$ cat config.mk
export PLATFORM = sky130hd
export DESIGN_NAME = asa_top
export DESIGN_NICKNAME = d
export VERILOG_FILES = /design/src/source/asa_pkg.sv /design/src/source/asa_process.sv /design/src/source/asa_top.sv /design/src/source/enq_formatter.sv /design/src/source/ram_1r1w.sv /design/src/source/ras_decoder.sv
export SDC_FILE = /design/constraint.sdc
export NUM_CORES = 2
export LEC_CHECK = 0
export BUFFER_PORTS_ARGS = -buffer_cell sky130_fd_sc_hd__clkbuf_2
export CAP_MARGIN = 30
export CORE_MARGIN = 4
export CORE_UTILIZATION = 43
export DETAILED_ROUTE_END_ITERATION = 8
export MAX_ROUTING_LAYER = met4
export PLACE_DENSITY = 0.7
export SETUP_SLACK_MARGIN = 0.1
export SYNTH_ARGS = -nofsm -noshare
export SYNTH_HDL_FRONTEND = slang
export SYNTH_HIERARCHICAL = 1
export SYNTH_SLANG_ARGS = --single-unit
$ cat constraint.sdc
create_clock -name clk -period 3.85 [get_ports clk]
set_clock_uncertainty 0.05 [all_clocks]
set_input_delay 1.155 -clock clk [delete_from_list [all_inputs] [get_ports clk]]
set_output_delay 1.155 -clock clk [all_outputs]
set_load 0.02 [all_outputs]
$ cat src/source/asa_pkg.sv
/*
 * Widths, field positions, enums and the channel decode shared by the stage.
 * RAS layout: flag word in bits 9:0, then flow entries 0 to 7 and the topic
 * entry, four bits each with the invalid bit on top.
 */
`default_nettype none

package asa_pkg;
	localparam int sci_nbits = 3;
	localparam int sci_vec_nbits = 8;
	localparam int ras_flag_nbits = 10;
	localparam int ras_entry_nbits = 1 + sci_nbits;
	localparam int ras_nbits = ras_flag_nbits + 9 * ras_entry_nbits;
	localparam int flow_policy_nbits = 15;
	localparam int flow_action_nbits = 10; // Default type over the action vector.
	localparam int real_time_nbits = 32;
	localparam int sub_exp_time_nbits = 16;
	localparam int domain_nbits = 4;
	localparam int buf_ptr_nbits = 12;

	// Low bit of each flag word field.
	localparam int east_lsb = 0;
	localparam int ufdast_lsb = 3;
	localparam int uppp_bit = 6;
	localparam int uppd_bit = 7;
	localparam int nfascf_lsb = 8;
	localparam int topic_entry = 8; // The eight flow entries come first.

	// The flow policy word holds maskon over domain_id over tclass.
	localparam int fp_tclass_lsb = 0;
	localparam int fp_domain_lsb = 3;
	localparam int fp_maskon_lsb = 7;
	localparam int maskon_nbits = 8;
	localparam int tclass_nbits = 3;

	localparam int mo_update_ppd = 0;
	localparam int mo_update_fas = 1;
	localparam int mo_update_tas = 2;
	localparam int mo_execute_forward = 3;
	localparam int mo_fsas_forward = 4;
	localparam int mo_tsas_forward = 5;
	localparam int mo_multicast = 6;
	localparam int mo_forward_supervisor = 7;

	typedef enum logic [1:0] {pkt_normal, pkt_domain_checked, pkt_replay} pkt_kind_e;
	typedef enum logic [1:0] {set_discard, set_topic, set_flow, set_both} set_type_e;

	// An entry with its invalid bit set gives an empty vector.
	function automatic logic [sci_vec_nbits-1:0] sci_to_vec(
		input logic [ras_entry_nbits-1:0] entry
	);
		logic [sci_vec_nbits-1:0] vec;
		vec = '0;
		if (!entry[sci_nbits])
			vec[entry[sci_nbits-1:0]] = 1'b1;
		return vec;
	endfunction
endpackage

`default_nettype wire

$ cat src/source/asa_process.sv
/*
 * Pipeline control: table addressing, discard and forward decisions, table
 * updates and the topic expiry record. Three cycles from descriptor to output.
 * A descriptor that reuses a flow or topic id within 3 cycles sees stale tables.
 */
`timescale 1ns/1ps
`default_nettype none

module asa_process #(
	parameter int fid_nbits = 6,
	parameter int tid_nbits = 6
) (
	input wire clk,
	input wire rst_n,
	input wire [asa_pkg::real_time_nbits-1:0] current_time,
	input wire [asa_pkg::sub_exp_time_nbits-1:0] default_sub_exp_time,
	input wire fp_wr,
	input wire [fid_nbits-1:0] fp_waddr,
	input wire [asa_pkg::flow_policy_nbits-1:0] fp_wdata,
	input wire proc_valid,
	input wire asa_pkg::pkt_kind_e proc_kind,
	input wire [fid_nbits-1:0] proc_fid,
	input wire [tid_nbits-1:0] proc_tid,
	input wire [asa_pkg::sci_nbits-1:0] proc_rci,
	input wire proc_discard,
	input wire [asa_pkg::domain_nbits-1:0] proc_domain_id,
	input wire [asa_pkg::buf_ptr_nbits-1:0] proc_buf_ptr,
	input wire [asa_pkg::flow_policy_nbits-1:0] fp_rdata,
	input wire [asa_pkg::flow_action_nbits-1:0] fa_rdata,
	input wire [asa_pkg::sci_vec_nbits-1:0] ta_rdata,
	input wire [asa_pkg::sci_vec_nbits-1:0] flow_vec,
	input wire flow_any_valid,
	input wire [asa_pkg::sci_vec_nbits-1:0] topic_vec,
	input wire topic_valid,
	input wire [asa_pkg::sci_nbits-1:0] topic_sci,
	input wire [2:0] east,
	input wire [2:0] ufdast,
	input wire uppp,
	input wire uppd,
	input wire [1:0] nfascf,
	output logic [fid_nbits-1:0] fp_raddr,
	output logic [fid_nbits-1:0] fa_raddr,
	output logic [tid_nbits-1:0] ta_raddr,
	output logic fp_wr_q,
	output logic [fid_nbits-1:0] fp_waddr_q,
	output logic [asa_pkg::flow_policy_nbits-1:0] fp_wdata_q,
	output logic fa_wr,
	output logic [fid_nbits-1:0] fa_waddr,
	output logic [asa_pkg::flow_action_nbits-1:0] fa_wdata,
	output logic ta_wr,
	output logic [tid_nbits-1:0] ta_waddr,
	output logic [asa_pkg::sci_vec_nbits-1:0] ta_wdata,
	output logic fwd_valid,
	output logic fwd_discard,
	output logic [asa_pkg::sci_vec_nbits-1:0] fwd_src_vec,
	output logic [asa_pkg::sci_nbits-1:0] fwd_rci,
	output logic [asa_pkg::maskon_nbits-1:0] fwd_maskon,
	output logic [asa_pkg::tclass_nbits-1:0] fwd_tclass,
	output logic [tid_nbits-1:0] fwd_tid,
	output logic [asa_pkg::buf_ptr_nbits-1:0] fwd_buf_ptr,
	output logic fwd_ptr_update,
	output logic fwd_pd_update,
	output logic classifier_valid,
	output logic [fid_nbits-1:0] classifier_fid,
	output logic tset_wr,
	output logic [tid_nbits+asa_pkg::sci_nbits-1:0] tset_waddr,
	output logic [asa_pkg::sub_exp_time_nbits-1:0] tset_wdata
);
	import asa_pkg::*;

	logic valid_q1, valid_q2;
	pkt_kind_e kind_q1, kind_q2;
	logic [fid_nbits-1:0] fid_q1, fid_q2;
	logic [tid_nbits-1:0] tid_q1, tid_q2;
	logic [sci_nbits-1:0] rci_q1, rci_q2;
	logic discard_q1, discard_q2;
	logic [domain_nbits-1:0] domain_q1, domain_q2;
	logic [buf_ptr_nbits-1:0] buf_ptr_q1, buf_ptr_q2;
	logic [real_time_nbits-1:0] time_q1;
	logic [real_time_nbits-1:0] exp_sum;
	logic [sub_exp_time_nbits-1:0] exp_time_q2;
	logic [flow_policy_nbits-1:0] fp_q;
	logic [flow_action_nbits-1:0] fa_q;
	logic [sci_vec_nbits-1:0] ta_q;

	logic [maskon_nbits-1:0] maskon;
	logic is_replay, domain_discard, early_discard, upd_ok;
	logic execute_flow, execute_topic, use_eflow;
	logic fa_vec_wr, fa_type_wr;
	set_type_e stored_type, new_type;
	logic [sci_vec_nbits-1:0] stored_flow_vec, live_src_vec, replay_src_vec;

	// All three tables are looked up in the descriptor's own cycle.
	assign fp_raddr = proc_fid;
	assign fa_raddr = proc_fid;
	assign ta_raddr = proc_tid;

	// Expiry is current time plus the default shifted into the upper half.
	assign exp_sum = time_q1 +
		{default_sub_exp_time, {(real_time_nbits - sub_exp_time_nbits){1'b0}}};

	always_ff @(posedge clk) begin
		fp_waddr_q <= fp_waddr;
		fp_wdata_q <= fp_wdata;
		time_q1 <= current_time;
		kind_q1 <= proc_kind;
		fid_q1 <= proc_fid;
		tid_q1 <= proc_tid;
		rci_q1 <= proc_rci;
		discard_q1 <= proc_discard;
		domain_q1 <= proc_domain_id;
		buf_ptr_q1 <= proc_buf_ptr;
		kind_q2 <= kind_q1;
		fid_q2 <= fid_q1;
		tid_q2 <= tid_q1;
		rci_q2 <= rci_q1;
		discard_q2 <= discard_q1;
		domain_q2 <= domain_q1;
		buf_ptr_q2 <= buf_ptr_q1;
		exp_time_q2 <= exp_sum[real_time_nbits-1:sub_exp_time_nbits];
		fp_q <= fp_rdata;
		fa_q <= fa_rdata;
		ta_q <= ta_rdata;
	end

	always_ff @(posedge clk) begin
		if (!rst_n) begin
			fp_wr_q <= 1'b0;
			valid_q1 <= 1'b0;
			valid_q2 <= 1'b0;
		end else begin
			fp_wr_q <= fp_wr;
			valid_q1 <= proc_valid;
			valid_q2 <= valid_q1;
		end
	end

	assign maskon = fp_q[fp_maskon_lsb +: maskon_nbits];
	assign is_replay = kind_q2 == pkt_replay;
	assign domain_discard = (kind_q2 == pkt_domain_checked) &&
		(domain_q2 != fp_q[fp_domain_lsb +: domain_nbits]);
	assign early_discard = discard_q2 | domain_discard;
	assign upd_ok = valid_q2 & ~early_discard & ~is_replay;
	assign execute_flow = east[1];
	assign execute_topic = east[0];

	assign stored_type = set_type_e'(fa_q[flow_action_nbits-1:sci_vec_nbits]);
	assign stored_flow_vec = fa_q[sci_vec_nbits-1:0];
	assign new_type = ufdast[2] ? set_type_e'(ufdast[1:0]) : stored_type;

	// Flow action update. The vector needs nfascf 11 and a valid flow entry.
	assign fa_vec_wr = upd_ok & execute_flow & (nfascf == 2'b11) & flow_any_valid &
		maskon[mo_update_fas];
	assign fa_type_wr = upd_ok & ufdast[2] & maskon[mo_update_fas];
	assign fa_wr = fa_vec_wr | fa_type_wr;
	assign fa_waddr = fid_q2;
	assign fa_wdata = {new_type, fa_vec_wr ? flow_vec : stored_flow_vec};

	assign ta_wr = upd_ok & execute_topic & topic_valid & maskon[mo_update_tas];
	assign ta_waddr = tid_q2;
	assign ta_wdata = ta_q | topic_vec; // New subscriber joins the stored set.

	assign use_eflow = nfascf[1] & execute_flow & maskon[mo_execute_forward];

	always_comb begin
		live_src_vec = '0;
		if (execute_topic && maskon[mo_execute_forward])
			live_src_vec = live_src_vec | topic_vec;
		if (use_eflow)
			live_src_vec = live_src_vec | flow_vec;
		if (execute_topic && maskon[mo_tsas_forward])
			live_src_vec = live_src_vec | ta_q;
		if (!use_eflow && maskon[mo_fsas_forward])
			live_src_vec = live_src_vec | stored_flow_vec;
		// Replay packets use only the stored sets named by the default type.
		replay_src_vec = '0;
		if ((stored_type == set_topic || stored_type == set_both) && maskon[mo_tsas_forward])
			replay_src_vec = replay_src_vec | ta_q;
		if ((stored_type == set_flow || stored_type == set_both) && maskon[mo_fsas_forward])
			replay_src_vec = replay_src_vec | stored_flow_vec;
	end

	assign fwd_valid = valid_q2;
	assign fwd_discard = early_discard |
		(is_replay ? (stored_type == set_discard) : (east[1:0] == 2'b00));
	assign fwd_src_vec = is_replay ? replay_src_vec : live_src_vec;
	assign fwd_rci = rci_q2;
	assign fwd_maskon = maskon;
	assign fwd_tclass = fp_q[fp_tclass_lsb +: tclass_nbits];
	assign fwd_tid = tid_q2;
	assign fwd_buf_ptr = buf_ptr_q2;
	assign fwd_ptr_update = ~is_replay & uppp;
	assign fwd_pd_update = ~is_replay & maskon[mo_update_ppd] & uppd;

	always_ff @(posedge clk) begin
		if (!rst_n) begin
			classifier_valid <= 1'b0;
			tset_wr <= 1'b0;
		end else begin
			classifier_valid <= valid_q2 & ~east[2]; // Flow ends here, tell the classifier.
			tset_wr <= ta_wr;
		end
	end

	always_ff @(posedge clk) begin
		classifier_fid <= fid_q2;
		tset_waddr <= {tid_q2, topic_sci};
		tset_wdata <= exp_time_q2;
	end
endmodule

`default_nettype wire

$ cat src/source/asa_top.sv
/*
 * Action-set stage of the pub/sub switch. One descriptor per cycle, outputs
 * three cycles later, no back-pressure. Tables are undefined until written,
 * and a policy write reaches reads sampled two or more cycles after it.
 */
`timescale 1ns/1ps
`default_nettype none

module asa_top #(
	parameter int fid_nbits = 6,
	parameter int tid_nbits = 6
) (
	input wire clk,
	input wire rst_n,
	input wire [asa_pkg::real_time_nbits-1:0] current_time,
	input wire [asa_pkg::sub_exp_time_nbits-1:0] default_sub_exp_time,
	input wire [asa_pkg::sci_nbits-1:0] supervisor_sci,
	input wire [15:0] class2pri,
	input wire fp_wr,
	input wire [fid_nbits-1:0] fp_waddr,
	input wire [asa_pkg::flow_policy_nbits-1:0] fp_wdata,
	input wire proc_valid,
	input wire asa_pkg::pkt_kind_e proc_kind,
	input wire [fid_nbits-1:0] proc_fid,
	input wire [tid_nbits-1:0] proc_tid,
	input wire [asa_pkg::sci_nbits-1:0] proc_rci,
	input wire proc_discard,
	input wire [asa_pkg::domain_nbits-1:0] proc_domain_id,
	input wire [asa_pkg::buf_ptr_nbits-1:0] proc_buf_ptr,
	input wire [asa_pkg::ras_nbits-1:0] proc_ras,
	output wire classifier_valid,
	output wire [fid_nbits-1:0] classifier_fid,
	output wire tset_wr,
	output wire [tid_nbits+asa_pkg::sci_nbits-1:0] tset_waddr,
	output wire [asa_pkg::sub_exp_time_nbits-1:0] tset_wdata,
	output wire enq_req,
	output wire enq_discard,
	output wire enq_allow_mcast,
	output wire [asa_pkg::sci_vec_nbits-1:0] enq_vec,
	output wire [1:0] enq_pri,
	output wire [tid_nbits-1:0] enq_tid,
	output wire [asa_pkg::buf_ptr_nbits-1:0] enq_buf_ptr,
	output wire enq_ptr_update,
	output wire enq_pd_update
);
	import asa_pkg::*;

	wire [fid_nbits-1:0] fp_raddr, fa_raddr, fp_waddr_q, fa_waddr;
	wire [tid_nbits-1:0] ta_raddr, ta_waddr, fwd_tid;
	wire [flow_policy_nbits-1:0] fp_rdata, fp_wdata_q;
	wire [flow_action_nbits-1:0] fa_rdata, fa_wdata;
	wire [sci_vec_nbits-1:0] ta_rdata, ta_wdata;
	wire [sci_vec_nbits-1:0] flow_vec, topic_vec, fwd_src_vec;
	wire fp_wr_q, fa_wr, ta_wr;
	wire flow_any_valid, topic_valid, uppp, uppd;
	wire [sci_nbits-1:0] topic_sci, fwd_rci;
	wire [2:0] east, ufdast;
	wire [1:0] nfascf;
	wire fwd_valid, fwd_discard, fwd_ptr_update, fwd_pd_update;
	wire [maskon_nbits-1:0] fwd_maskon;
	wire [tclass_nbits-1:0] fwd_tclass;
	wire [buf_ptr_nbits-1:0] fwd_buf_ptr;

	// Flow policy, written only by the configuration port.
	ram_1r1w #(.width(flow_policy_nbits), .addr_nbits(fid_nbits)) u_fp_table (
		.clk(clk),
		.wr(fp_wr_q),
		.waddr(fp_waddr_q),
		.din(fp_wdata_q),
		.raddr(fp_raddr),
		.dout(fp_rdata)
	);

	ram_1r1w #(.width(flow_action_nbits), .addr_nbits(fid_nbits)) u_fa_table (
		.clk(clk),
		.wr(fa_wr),
		.waddr(fa_waddr),
		.din(fa_wdata),
		.raddr(fa_raddr),
		.dout(fa_rdata)
	);

	ram_1r1w #(.width(sci_vec_nbits), .addr_nbits(tid_nbits)) u_ta_table (
		.clk(clk),
		.wr(ta_wr),
		.waddr(ta_waddr),
		.din(ta_wdata),
		.raddr(ta_raddr),
		.dout(ta_rdata)
	);

	ras_decoder u_ras_decoder (
		.ras(proc_ras),
		.*
	);

	asa_process #(.fid_nbits(fid_nbits), .tid_nbits(tid_nbits)) u_asa_process (.*);

	enq_formatter #(.tid_nbits(tid_nbits)) u_enq_formatter (.*);
endmodule

`default_nettype wire

$ cat src/source/enq_formatter.sv
/*
 * Final stage toward the replication queue. Masks the receive channel and
 * the supervisor channel out of the forward vector and maps tclass to a
 * priority. class2pri holds eight 2-bit priorities, class 0 in bits 1:0.
 */
`timescale 1ns/1ps
`default_nettype none

module enq_formatter #(
	parameter int tid_nbits = 6
) (
	input wire clk,
	input wire rst_n,
	input wire [asa_pkg::sci_nbits-1:0] supervisor_sci,
	input wire [15:0] class2pri,
	input wire fwd_valid,
	input wire fwd_discard,
	input wire [asa_pkg::sci_vec_nbits-1:0] fwd_src_vec,
	input wire [asa_pkg::sci_nbits-1:0] fwd_rci,
	input wire [asa_pkg::maskon_nbits-1:0] fwd_maskon,
	input wire [asa_pkg::tclass_nbits-1:0] fwd_tclass,
	input wire [tid_nbits-1:0] fwd_tid,
	input wire [asa_pkg::buf_ptr_nbits-1:0] fwd_buf_ptr,
	input wire fwd_ptr_update,
	input wire fwd_pd_update,
	output logic enq_req,
	output logic enq_discard,
	output logic enq_allow_mcast,
	output logic [asa_pkg::sci_vec_nbits-1:0] enq_vec,
	output logic [1:0] enq_pri,
	output logic [tid_nbits-1:0] enq_tid,
	output logic [asa_pkg::buf_ptr_nbits-1:0] enq_buf_ptr,
	output logic enq_ptr_update,
	output logic enq_pd_update
);
	import asa_pkg::*;

	logic [sci_vec_nbits-1:0] rci_mask;
	logic [sci_vec_nbits-1:0] sup_mask;
	logic [1:0] pri;

	// A packet never goes back out on the channel it came in on.
	assign rci_mask = ~sci_to_vec({1'b0, fwd_rci});
	assign sup_mask = fwd_maskon[mo_forward_supervisor] ? '1 :
		~sci_to_vec({1'b0, supervisor_sci});
	assign pri = class2pri[{fwd_tclass, 1'b0} +: 2];

	always_ff @(posedge clk) begin
		enq_discard <= fwd_discard;
		enq_allow_mcast <= fwd_maskon[mo_multicast];
		enq_vec <= fwd_src_vec & rci_mask & sup_mask;
		enq_pri <= pri;
		enq_tid <= fwd_tid;
		enq_buf_ptr <= fwd_buf_ptr;
		enq_ptr_update <= fwd_ptr_update;
		enq_pd_update <= fwd_pd_update;
	end

	always_ff @(posedge clk) begin
		if (!rst_n)
			enq_req <= 1'b0;
		else
			enq_req <= fwd_valid; // One strobe per descriptor, no back-pressure.
	end
endmodule

`default_nettype wire

$ cat src/source/ram_1r1w.sv
/*
 * Table with one synchronous write port and one registered read port.
 * A read of the word written on the same edge returns the old contents.
 * Contents are undefined until written.
 */
`timescale 1ns/1ps
`default_nettype none

module ram_1r1w #(
	parameter int width = 8,
	parameter int addr_nbits = 6
) (
	input wire clk,
	input wire wr,
	input wire [addr_nbits-1:0] waddr,
	input wire [width-1:0] din,
	input wire [addr_nbits-1:0] raddr,
	output logic [width-1:0] dout
);
	logic [width-1:0] mem [0:(1 << addr_nbits)-1];

	always_ff @(posedge clk) begin
		if (wr)
			mem[waddr] <= din;
		dout <= mem[raddr]; // Read data appears one cycle after the address.
	end
endmodule

`default_nettype wire

$ cat src/source/ras_decoder.sv
/*
 * Registers the RAS once, decodes it, and registers the result again so the
 * fields line up with stage 2 of the control pipeline.
 * Only the valid flags are reset.
 */
`timescale 1ns/1ps
`default_nettype none

module ras_decoder (
	input wire clk,
	input wire rst_n,
	input wire [asa_pkg::ras_nbits-1:0] ras,
	output logic [asa_pkg::sci_vec_nbits-1:0] flow_vec,
	output logic flow_any_valid,
	output logic [asa_pkg::sci_vec_nbits-1:0] topic_vec,
	output logic topic_valid,
	output logic [asa_pkg::sci_nbits-1:0] topic_sci,
	output logic [2:0] east,
	output logic [2:0] ufdast,
	output logic uppp,
	output logic uppd,
	output logic [1:0] nfascf
);
	import asa_pkg::*;

	logic [ras_nbits-1:0] ras_q;
	logic [ras_entry_nbits-1:0] topic_ent;
	logic [sci_vec_nbits-1:0] flow_vec_c;
	logic flow_any_c;

	assign topic_ent = ras_q[ras_flag_nbits + topic_entry * ras_entry_nbits +: ras_entry_nbits];

	// All valid flow entries merge into one forward vector.
	always_comb begin
		logic [ras_entry_nbits-1:0] ent;
		flow_vec_c = '0;
		flow_any_c = 1'b0;
		for (int i = 0; i < topic_entry; i++) begin
			ent = ras_q[ras_flag_nbits + i * ras_entry_nbits +: ras_entry_nbits];
			flow_vec_c = flow_vec_c | sci_to_vec(ent);
			flow_any_c = flow_any_c | ~ent[sci_nbits];
		end
	end

	always_ff @(posedge clk) begin
		ras_q <= ras;
		flow_vec <= flow_vec_c;
		topic_vec <= sci_to_vec(topic_ent);
		topic_sci <= topic_ent[sci_nbits-1:0];
		east <= ras_q[east_lsb +: 3];
		ufdast <= ras_q[ufdast_lsb +: 3];
		uppp <= ras_q[uppp_bit];
		uppd <= ras_q[uppd_bit];
		nfascf <= ras_q[nfascf_lsb +: 2];
	end

	always_ff @(posedge clk) begin
		if (!rst_n) begin
			flow_any_valid <= 1'b0;
			topic_valid <= 1'b0;
		end else begin
			flow_any_valid <= flow_any_c;
			topic_valid <= ~topic_ent[sci_nbits];
		end
	end
endmodule

`default_nettype wire
======== Yosys cells after proc, flatten, opt, wreduce, memory -nomap -nowiden ========
Memory sizes are Yosys's and may differ from the RTL's. A register that Yosys moved wholly into a read port is not among the register bits.
Cells that the tools add are included.
storage, ports and cells
  RAM bits ................................ 2112
  bits in read-only memories .............. 0
  word-level logic and storage cells ...... 207
  memories kept ........................... 3
  output and inout bits ................... 66
  latch bits .............................. 0
  input bits .............................. 172
  register bits ........................... 316
operators by class
  bitwise gates (word level) .............. 55
  muxes and demuxes ....................... 47
  $add $sub $neg .......................... 1
  reductions and logical operators ........ 22
  equality and inequality tests ........... 7
  multiply operators ...................... 0
  order comparisons ....................... 22
  shift-type cells ........................ 1
  div/mod/pow operators ................... 0
memories
  name            words  bits a word  rd ports  clocked after memory_dff  wr ports  RTL line        RTL
  u_fp_table.mem  64     15           1         1                         1         ram_1r1w.sv:20  logic [width-1:0] mem [0:(1 << addr_nbits)-1];
  u_fa_table.mem  64     10           1         1                         1         ram_1r1w.sv:20
  u_ta_table.mem  64     8            1         1                         1         ram_1r1w.sv:20
operators with widths
  operator                                                            number
  two-way mux 8 bit                                                   17
  OR 8 bit                                                            12
  < comparator 3 x 4 -> 1 bit (second input constant)                 11
  demux 1 bit (select 3 bit)                                          11
  greater-or-equal comparator 3 x 1 -> 1 bit (second input constant)  11
  adder 32 bit                                                        1
  two-way mux 1 bit                                                   18
  AND 1 bit                                                           17
  logical AND 1 bit                                                   17
  AND 8 bit                                                           2
  inverter 8 bit                                                      2
  variable part select 16 x 5 -> 2 bit                                1
  inverter 1 bit                                                      12
  OR 1 bit                                                            10
  == test 2 bit (second input constant)                               4
  == test 2 x 1 -> 1 bit (second input constant)                      2
  logical NOT 2 bit                                                   2
  inequality test 4 bit                                               1
  logical OR 1 bit                                                    2
  two-way mux 2 bit                                                   1
  logical NOT 1 bit                                                   1

======== Logic depth before layout (Yosys ltp) ========
  word-level depth ........................ 13
  depth in mapped cells ................... 10
  depth with buffers taken out ............ 7

======== Hierarchy ========
Netlist, hierarchy kept.
modules (own cells, without submodules)
  module                 area each (um^2)  cells each  times used  sequential area each (um^2)
  ram_1r1w (u_fp_table)  37189.4           1638        1           29127.9
  ram_1r1w (u_fa_table)  25101.6           1118        1           19418.6
  ram_1r1w (u_ta_table)  20166.8           940         1           15534.9
  asa_process            5519.0            410         1           3803.6
  ras_decoder            2190.9            181         1           1541.5
  enq_formatter          969.7             66          1           660.6

======== Worst setup path before layout ========
OpenSTA, ideal clock, no wires.
  path kind ............................... input -> register
  start point ............................. in proc_fid[0]
  end point ............................... reg u_fp_table.dout[7] (read register of u_fp_table.mem)
  stages .................................. 9
  arrival time ............................ 2.952 ns
  slack ................................... 0.731 ns
  required time ........................... 3.683 ns
  buffers on the path ..................... 5
  setup time .............................. 0.117 ns
  path through ............................ buf_4 > buf_2 > buf_6 > buf_2 > buf_2 > mux4_2 > a22oi_1 > nand4_1 > a22o_1
RTL lines
  element             RTL line        RTL
  start: declaration  asa_top.sv:24   input wire [fid_nbits-1:0] proc_fid,
  end: declaration    ram_1r1w.sv:18  output logic [width-1:0] dout

======== Worst setup path in the final report ========
  start point ............................. reg u_asa_process.fp_q[5]
  end point ............................... mem u_ta_table.mem[16][3], in the netlist u_ta_table/mem[8][3], enable pin
between the ends
  cells in the longest elaborated chain, start to end .. 11
ends and longest elaborated chain
  element                                  RTL line            RTL
  start: declaration                       asa_process.sv:82   logic [flow_policy_nbits-1:0] fp_q;
  start signal: assignment                 asa_process.sv:121  fp_q <= fp_rdata;
  inequality test 4 bit                    asa_process.sv:141  (domain_q2 != fp_q[fp_domain_lsb +: domain_nbits]);
  logical AND 1 bit                        asa_process.sv:140  assign domain_discard = (kind_q2 == pkt_domain_checked) &&
  OR 1 bit                                 asa_process.sv:142  assign early_discard = discard_q2 | domain_discard;
  inverter 1 bit                           asa_process.sv:143  assign upd_ok = valid_q2 & ~early_discard & ~is_replay;
  AND 1 bit (2 in a row)                   asa_process.sv:143
  AND 1 bit (3 in a row)                   asa_process.sv:159  assign ta_wr = upd_ok & execute_topic & topic_valid & maskon[mo_update_tas];
  net ta_wr                                asa_top.sv:54       wire fp_wr_q, fa_wr, ta_wr;
  two-way mux 1 bit                        ram_1r1w.sv:23      if (wr)
  two-way mux 1 bit (not written as such)  ram_1r1w.sv:24      mem[waddr] <= din;
  end: declaration                         ram_1r1w.sv:20
The timed path passes the listed nets, and every way through them passes these cells.

==> key figures <==
Status
  – Status: completed

Setup path
  – Setup CP Type: reg2reg
  – Crit. End Element: flip-flop
  – Arr. time, crit path: 3.97 ns
  – R2r setup slk: 0.38 ns
  – Max Fanout on Critical Path: 8
  – Required time worst endpoint: between 4 and 5 ns
  – CP Launch Type: flip-flop

Route
  – Drt via density: 5.638
  – # DRC: 0
  – DR pass1 iterations: 6
  – Vias: 45200
  – Initial DRC Count: around 5000
  – Final WL: 212.1 mm
  – Routed len/inst: 26.46 µm
  – Routed Antenna Nets: 0

Final layout
  – Commonest non-fill, non-tap cell in the layout: edfxtp_1
  – Area growth, synth to finish: 16.29%
  – Share of cells above drive strength 1: roughly 31%
  – Most frequent cells in the layout: 2112 x edfxtp_1, 526 x mux4_2, 328 x buf_4
  – Nets: between 5000 and 6000
  – FILL cells: 16480

Power and ir drop
  – Pwr dens: 530.0 nW/µm²
  – Switching power total: 0.01220 W
  – Comb pwr share: 5.6%
  – Int Pwr: 0.04394 W
  – Peak VDD IR: 0.0005061 V
  – Switching Fraction: 21.74%
  – Clk pwr share: 41.4%
  – Static leakage: between 30 and 40 nW
  – Seq pwr share: 53.0%

Clocking
  – Cts bufs inserted: 234
  – Setup Buffers After CTS: 0
  – Clock tree sinks: ~2400
  – Root buffer cell: clkbuf_16
  – Worst skew pair latency: about 0.86 ns
  – Post-cts gate resize count: 0
  – CTS tree: done
  – Cts hold-fix bufs: 0
  – CTS H-tree lvls: 4
  – Clk slew on worst S/H paths: 0.06 ns
  – Max Root-Sink Buffers: 3

Global routing
  – Vias in the first global route: 45750
  – Total Routing Usage GR: 19.78%
  – Pin count of the biggest net entering global routing: 65
  – Initial antenna violation count: 12
  – First-pass GRT wire length: 310.6 mm
  – Congestion Overflow GR: 0

Yosys
  – Synthesized Nets: 4535
  – Synth Instances: between 4000 and 5000
  – Syn_area_per_cell: 20.96 µm²
  – Post-Syn Area: 91090 µm²
  – YS warnings: 6

Timing
  – F_max: 0.2886 GHz
  – RSZ-0062 raised after global routing: no
  – Final setup vio count: 0
  – Slew margin rel.: 37.53%
  – Final hold violation count: 0
  – Crit share post-route: 90.00%
  – Tmin final: 3.465 ns
  – Setup TNS: 0 ns
  – Final Max Slew Viols: 0
  – Hold_ws: 0.2748 ns
  – Worst slew pin tran: 0.9336 ns

Floorplanning
  – Core Footprint: 210200 µm²
  – Die height: 468.3 µm
  – Number of I/O pins: 238
  – Die area: 219300 µm²
  – Initial Util: 43.34%
  – Die width: 468.3 µm
  – Site row count: 168

Placement
  – PortBufs: approximately 220
  – Final HPWL DP: 132.8 mm
  – RePlAce Congestion: 0.8597

Run
  – Max-Cap Viols: 0

Hold path
  – HP Class: reg2reg
state kept, by name (all words and copies together), names as in the netlist, 8 cells and up:
name,flops
u_fp_table/mem,960
u_fa_table/mem,640
u_ta_table/mem,512
u_ras_decoder/ras_q,46
u_asa_process/exp_time_q2,16
u_asa_process/time_q1,16
u_asa_process/tset_wdata,16
u_asa_process/fp_q,15
u_asa_process/fp_wdata_q,15
u_fp_table/dout,15
u_asa_process/buf_ptr_q1,12
u_asa_process/fwd_buf_ptr,12
u_enq_formatter/enq_buf_ptr,12
u_asa_process/fa_q,10
u_fa_table/dout,10
u_asa_process/tset_waddr,9
u_asa_process/ta_q,8
u_enq_formatter/enq_vec,8
u_ras_decoder/flow_vec,8
u_ras_decoder/topic_vec,8
u_ta_table/dout,8
metrics by stage:
stage               std cells  cell area [µm²]  utilization [%]  power, W  setup WS [ns]
floorplan                4347            91090                -   0.03205         0.7314
global placement         7489            97570            46.42   0.03334         0.2682
finish                   8016           105900            50.39   0.05614         0.3849
detailed placement       7498            97780            46.52   0.03347         0.2618
CTS                      7940           105700            50.30   0.05660         0.4368
global route             8013           105900            50.39   0.05794         0.3305
layer usage:
layer  routed length [µm]  GRT usage (%)
met1                84150          26.06
met2               104600          31.17
met3                15070          3.224
met4                 8301          7.581
met5                    0              -
path summary, 6_finish.rpt:
kind / from / endpoint / cells after the start
worst max-delay path: u_asa_process/fp_q[5]$_DFF_P_ / u_ta_table/mem[8][3]$_DFFE_PP_ / 9
worst min-delay path: u_asa_process/exp_time_q2[10]$_DFF_P_ / u_asa_process/tset_wdata[10]$_DFF_P_ / 0
worst max register to register: u_asa_process/fp_q[5]$_DFF_P_ / u_ta_table/mem[8][3]$_DFFE_PP_ / 9
worst min register to register: u_asa_process/exp_time_q2[10]$_DFF_P_ / u_asa_process/tset_wdata[10]$_DFF_P_ / 0
power by group through the flow:
stage               Combinational [W]  Clock [W]  Sequential (W)
finish                        0.00316     0.0233          0.0297
global placement              0.00302          0          0.0303
floorplan                     0.00180          0          0.0302
CTS                           0.00319     0.0237          0.0297
global route                  0.00336     0.0248          0.0297
detailed placement            0.00317          0          0.0303
area by class of cell:
cell class              instances  area (µm²)  share of cell area [%]
diodes                         76       190.2                  0.1795
clock buffers                 317        6705                   6.330
clock inverters               125        1255                   1.185
inverters                       7       26.28                 0.02481
multi-input cells            1652       19660                   18.56
flip-flops and latches       2445       70110                   66.18
well taps                    2805        3510                   3.313
repair buffers                589        4476                   4.225
critical path, cell delays in order, from the launching register on:
cell and delay, ns:
dfxtp_1 0.32, xor2_1 0.18, o41ai_4 0.50, nand4b_4 0.29, nor2_1 0.18, buf_4 0.18
nor2b_1 0.29, nand2_1 0.37, nor2_1 0.53, buf_4 0.24
No activity file was read; power rests on OpenSTA's default activity.
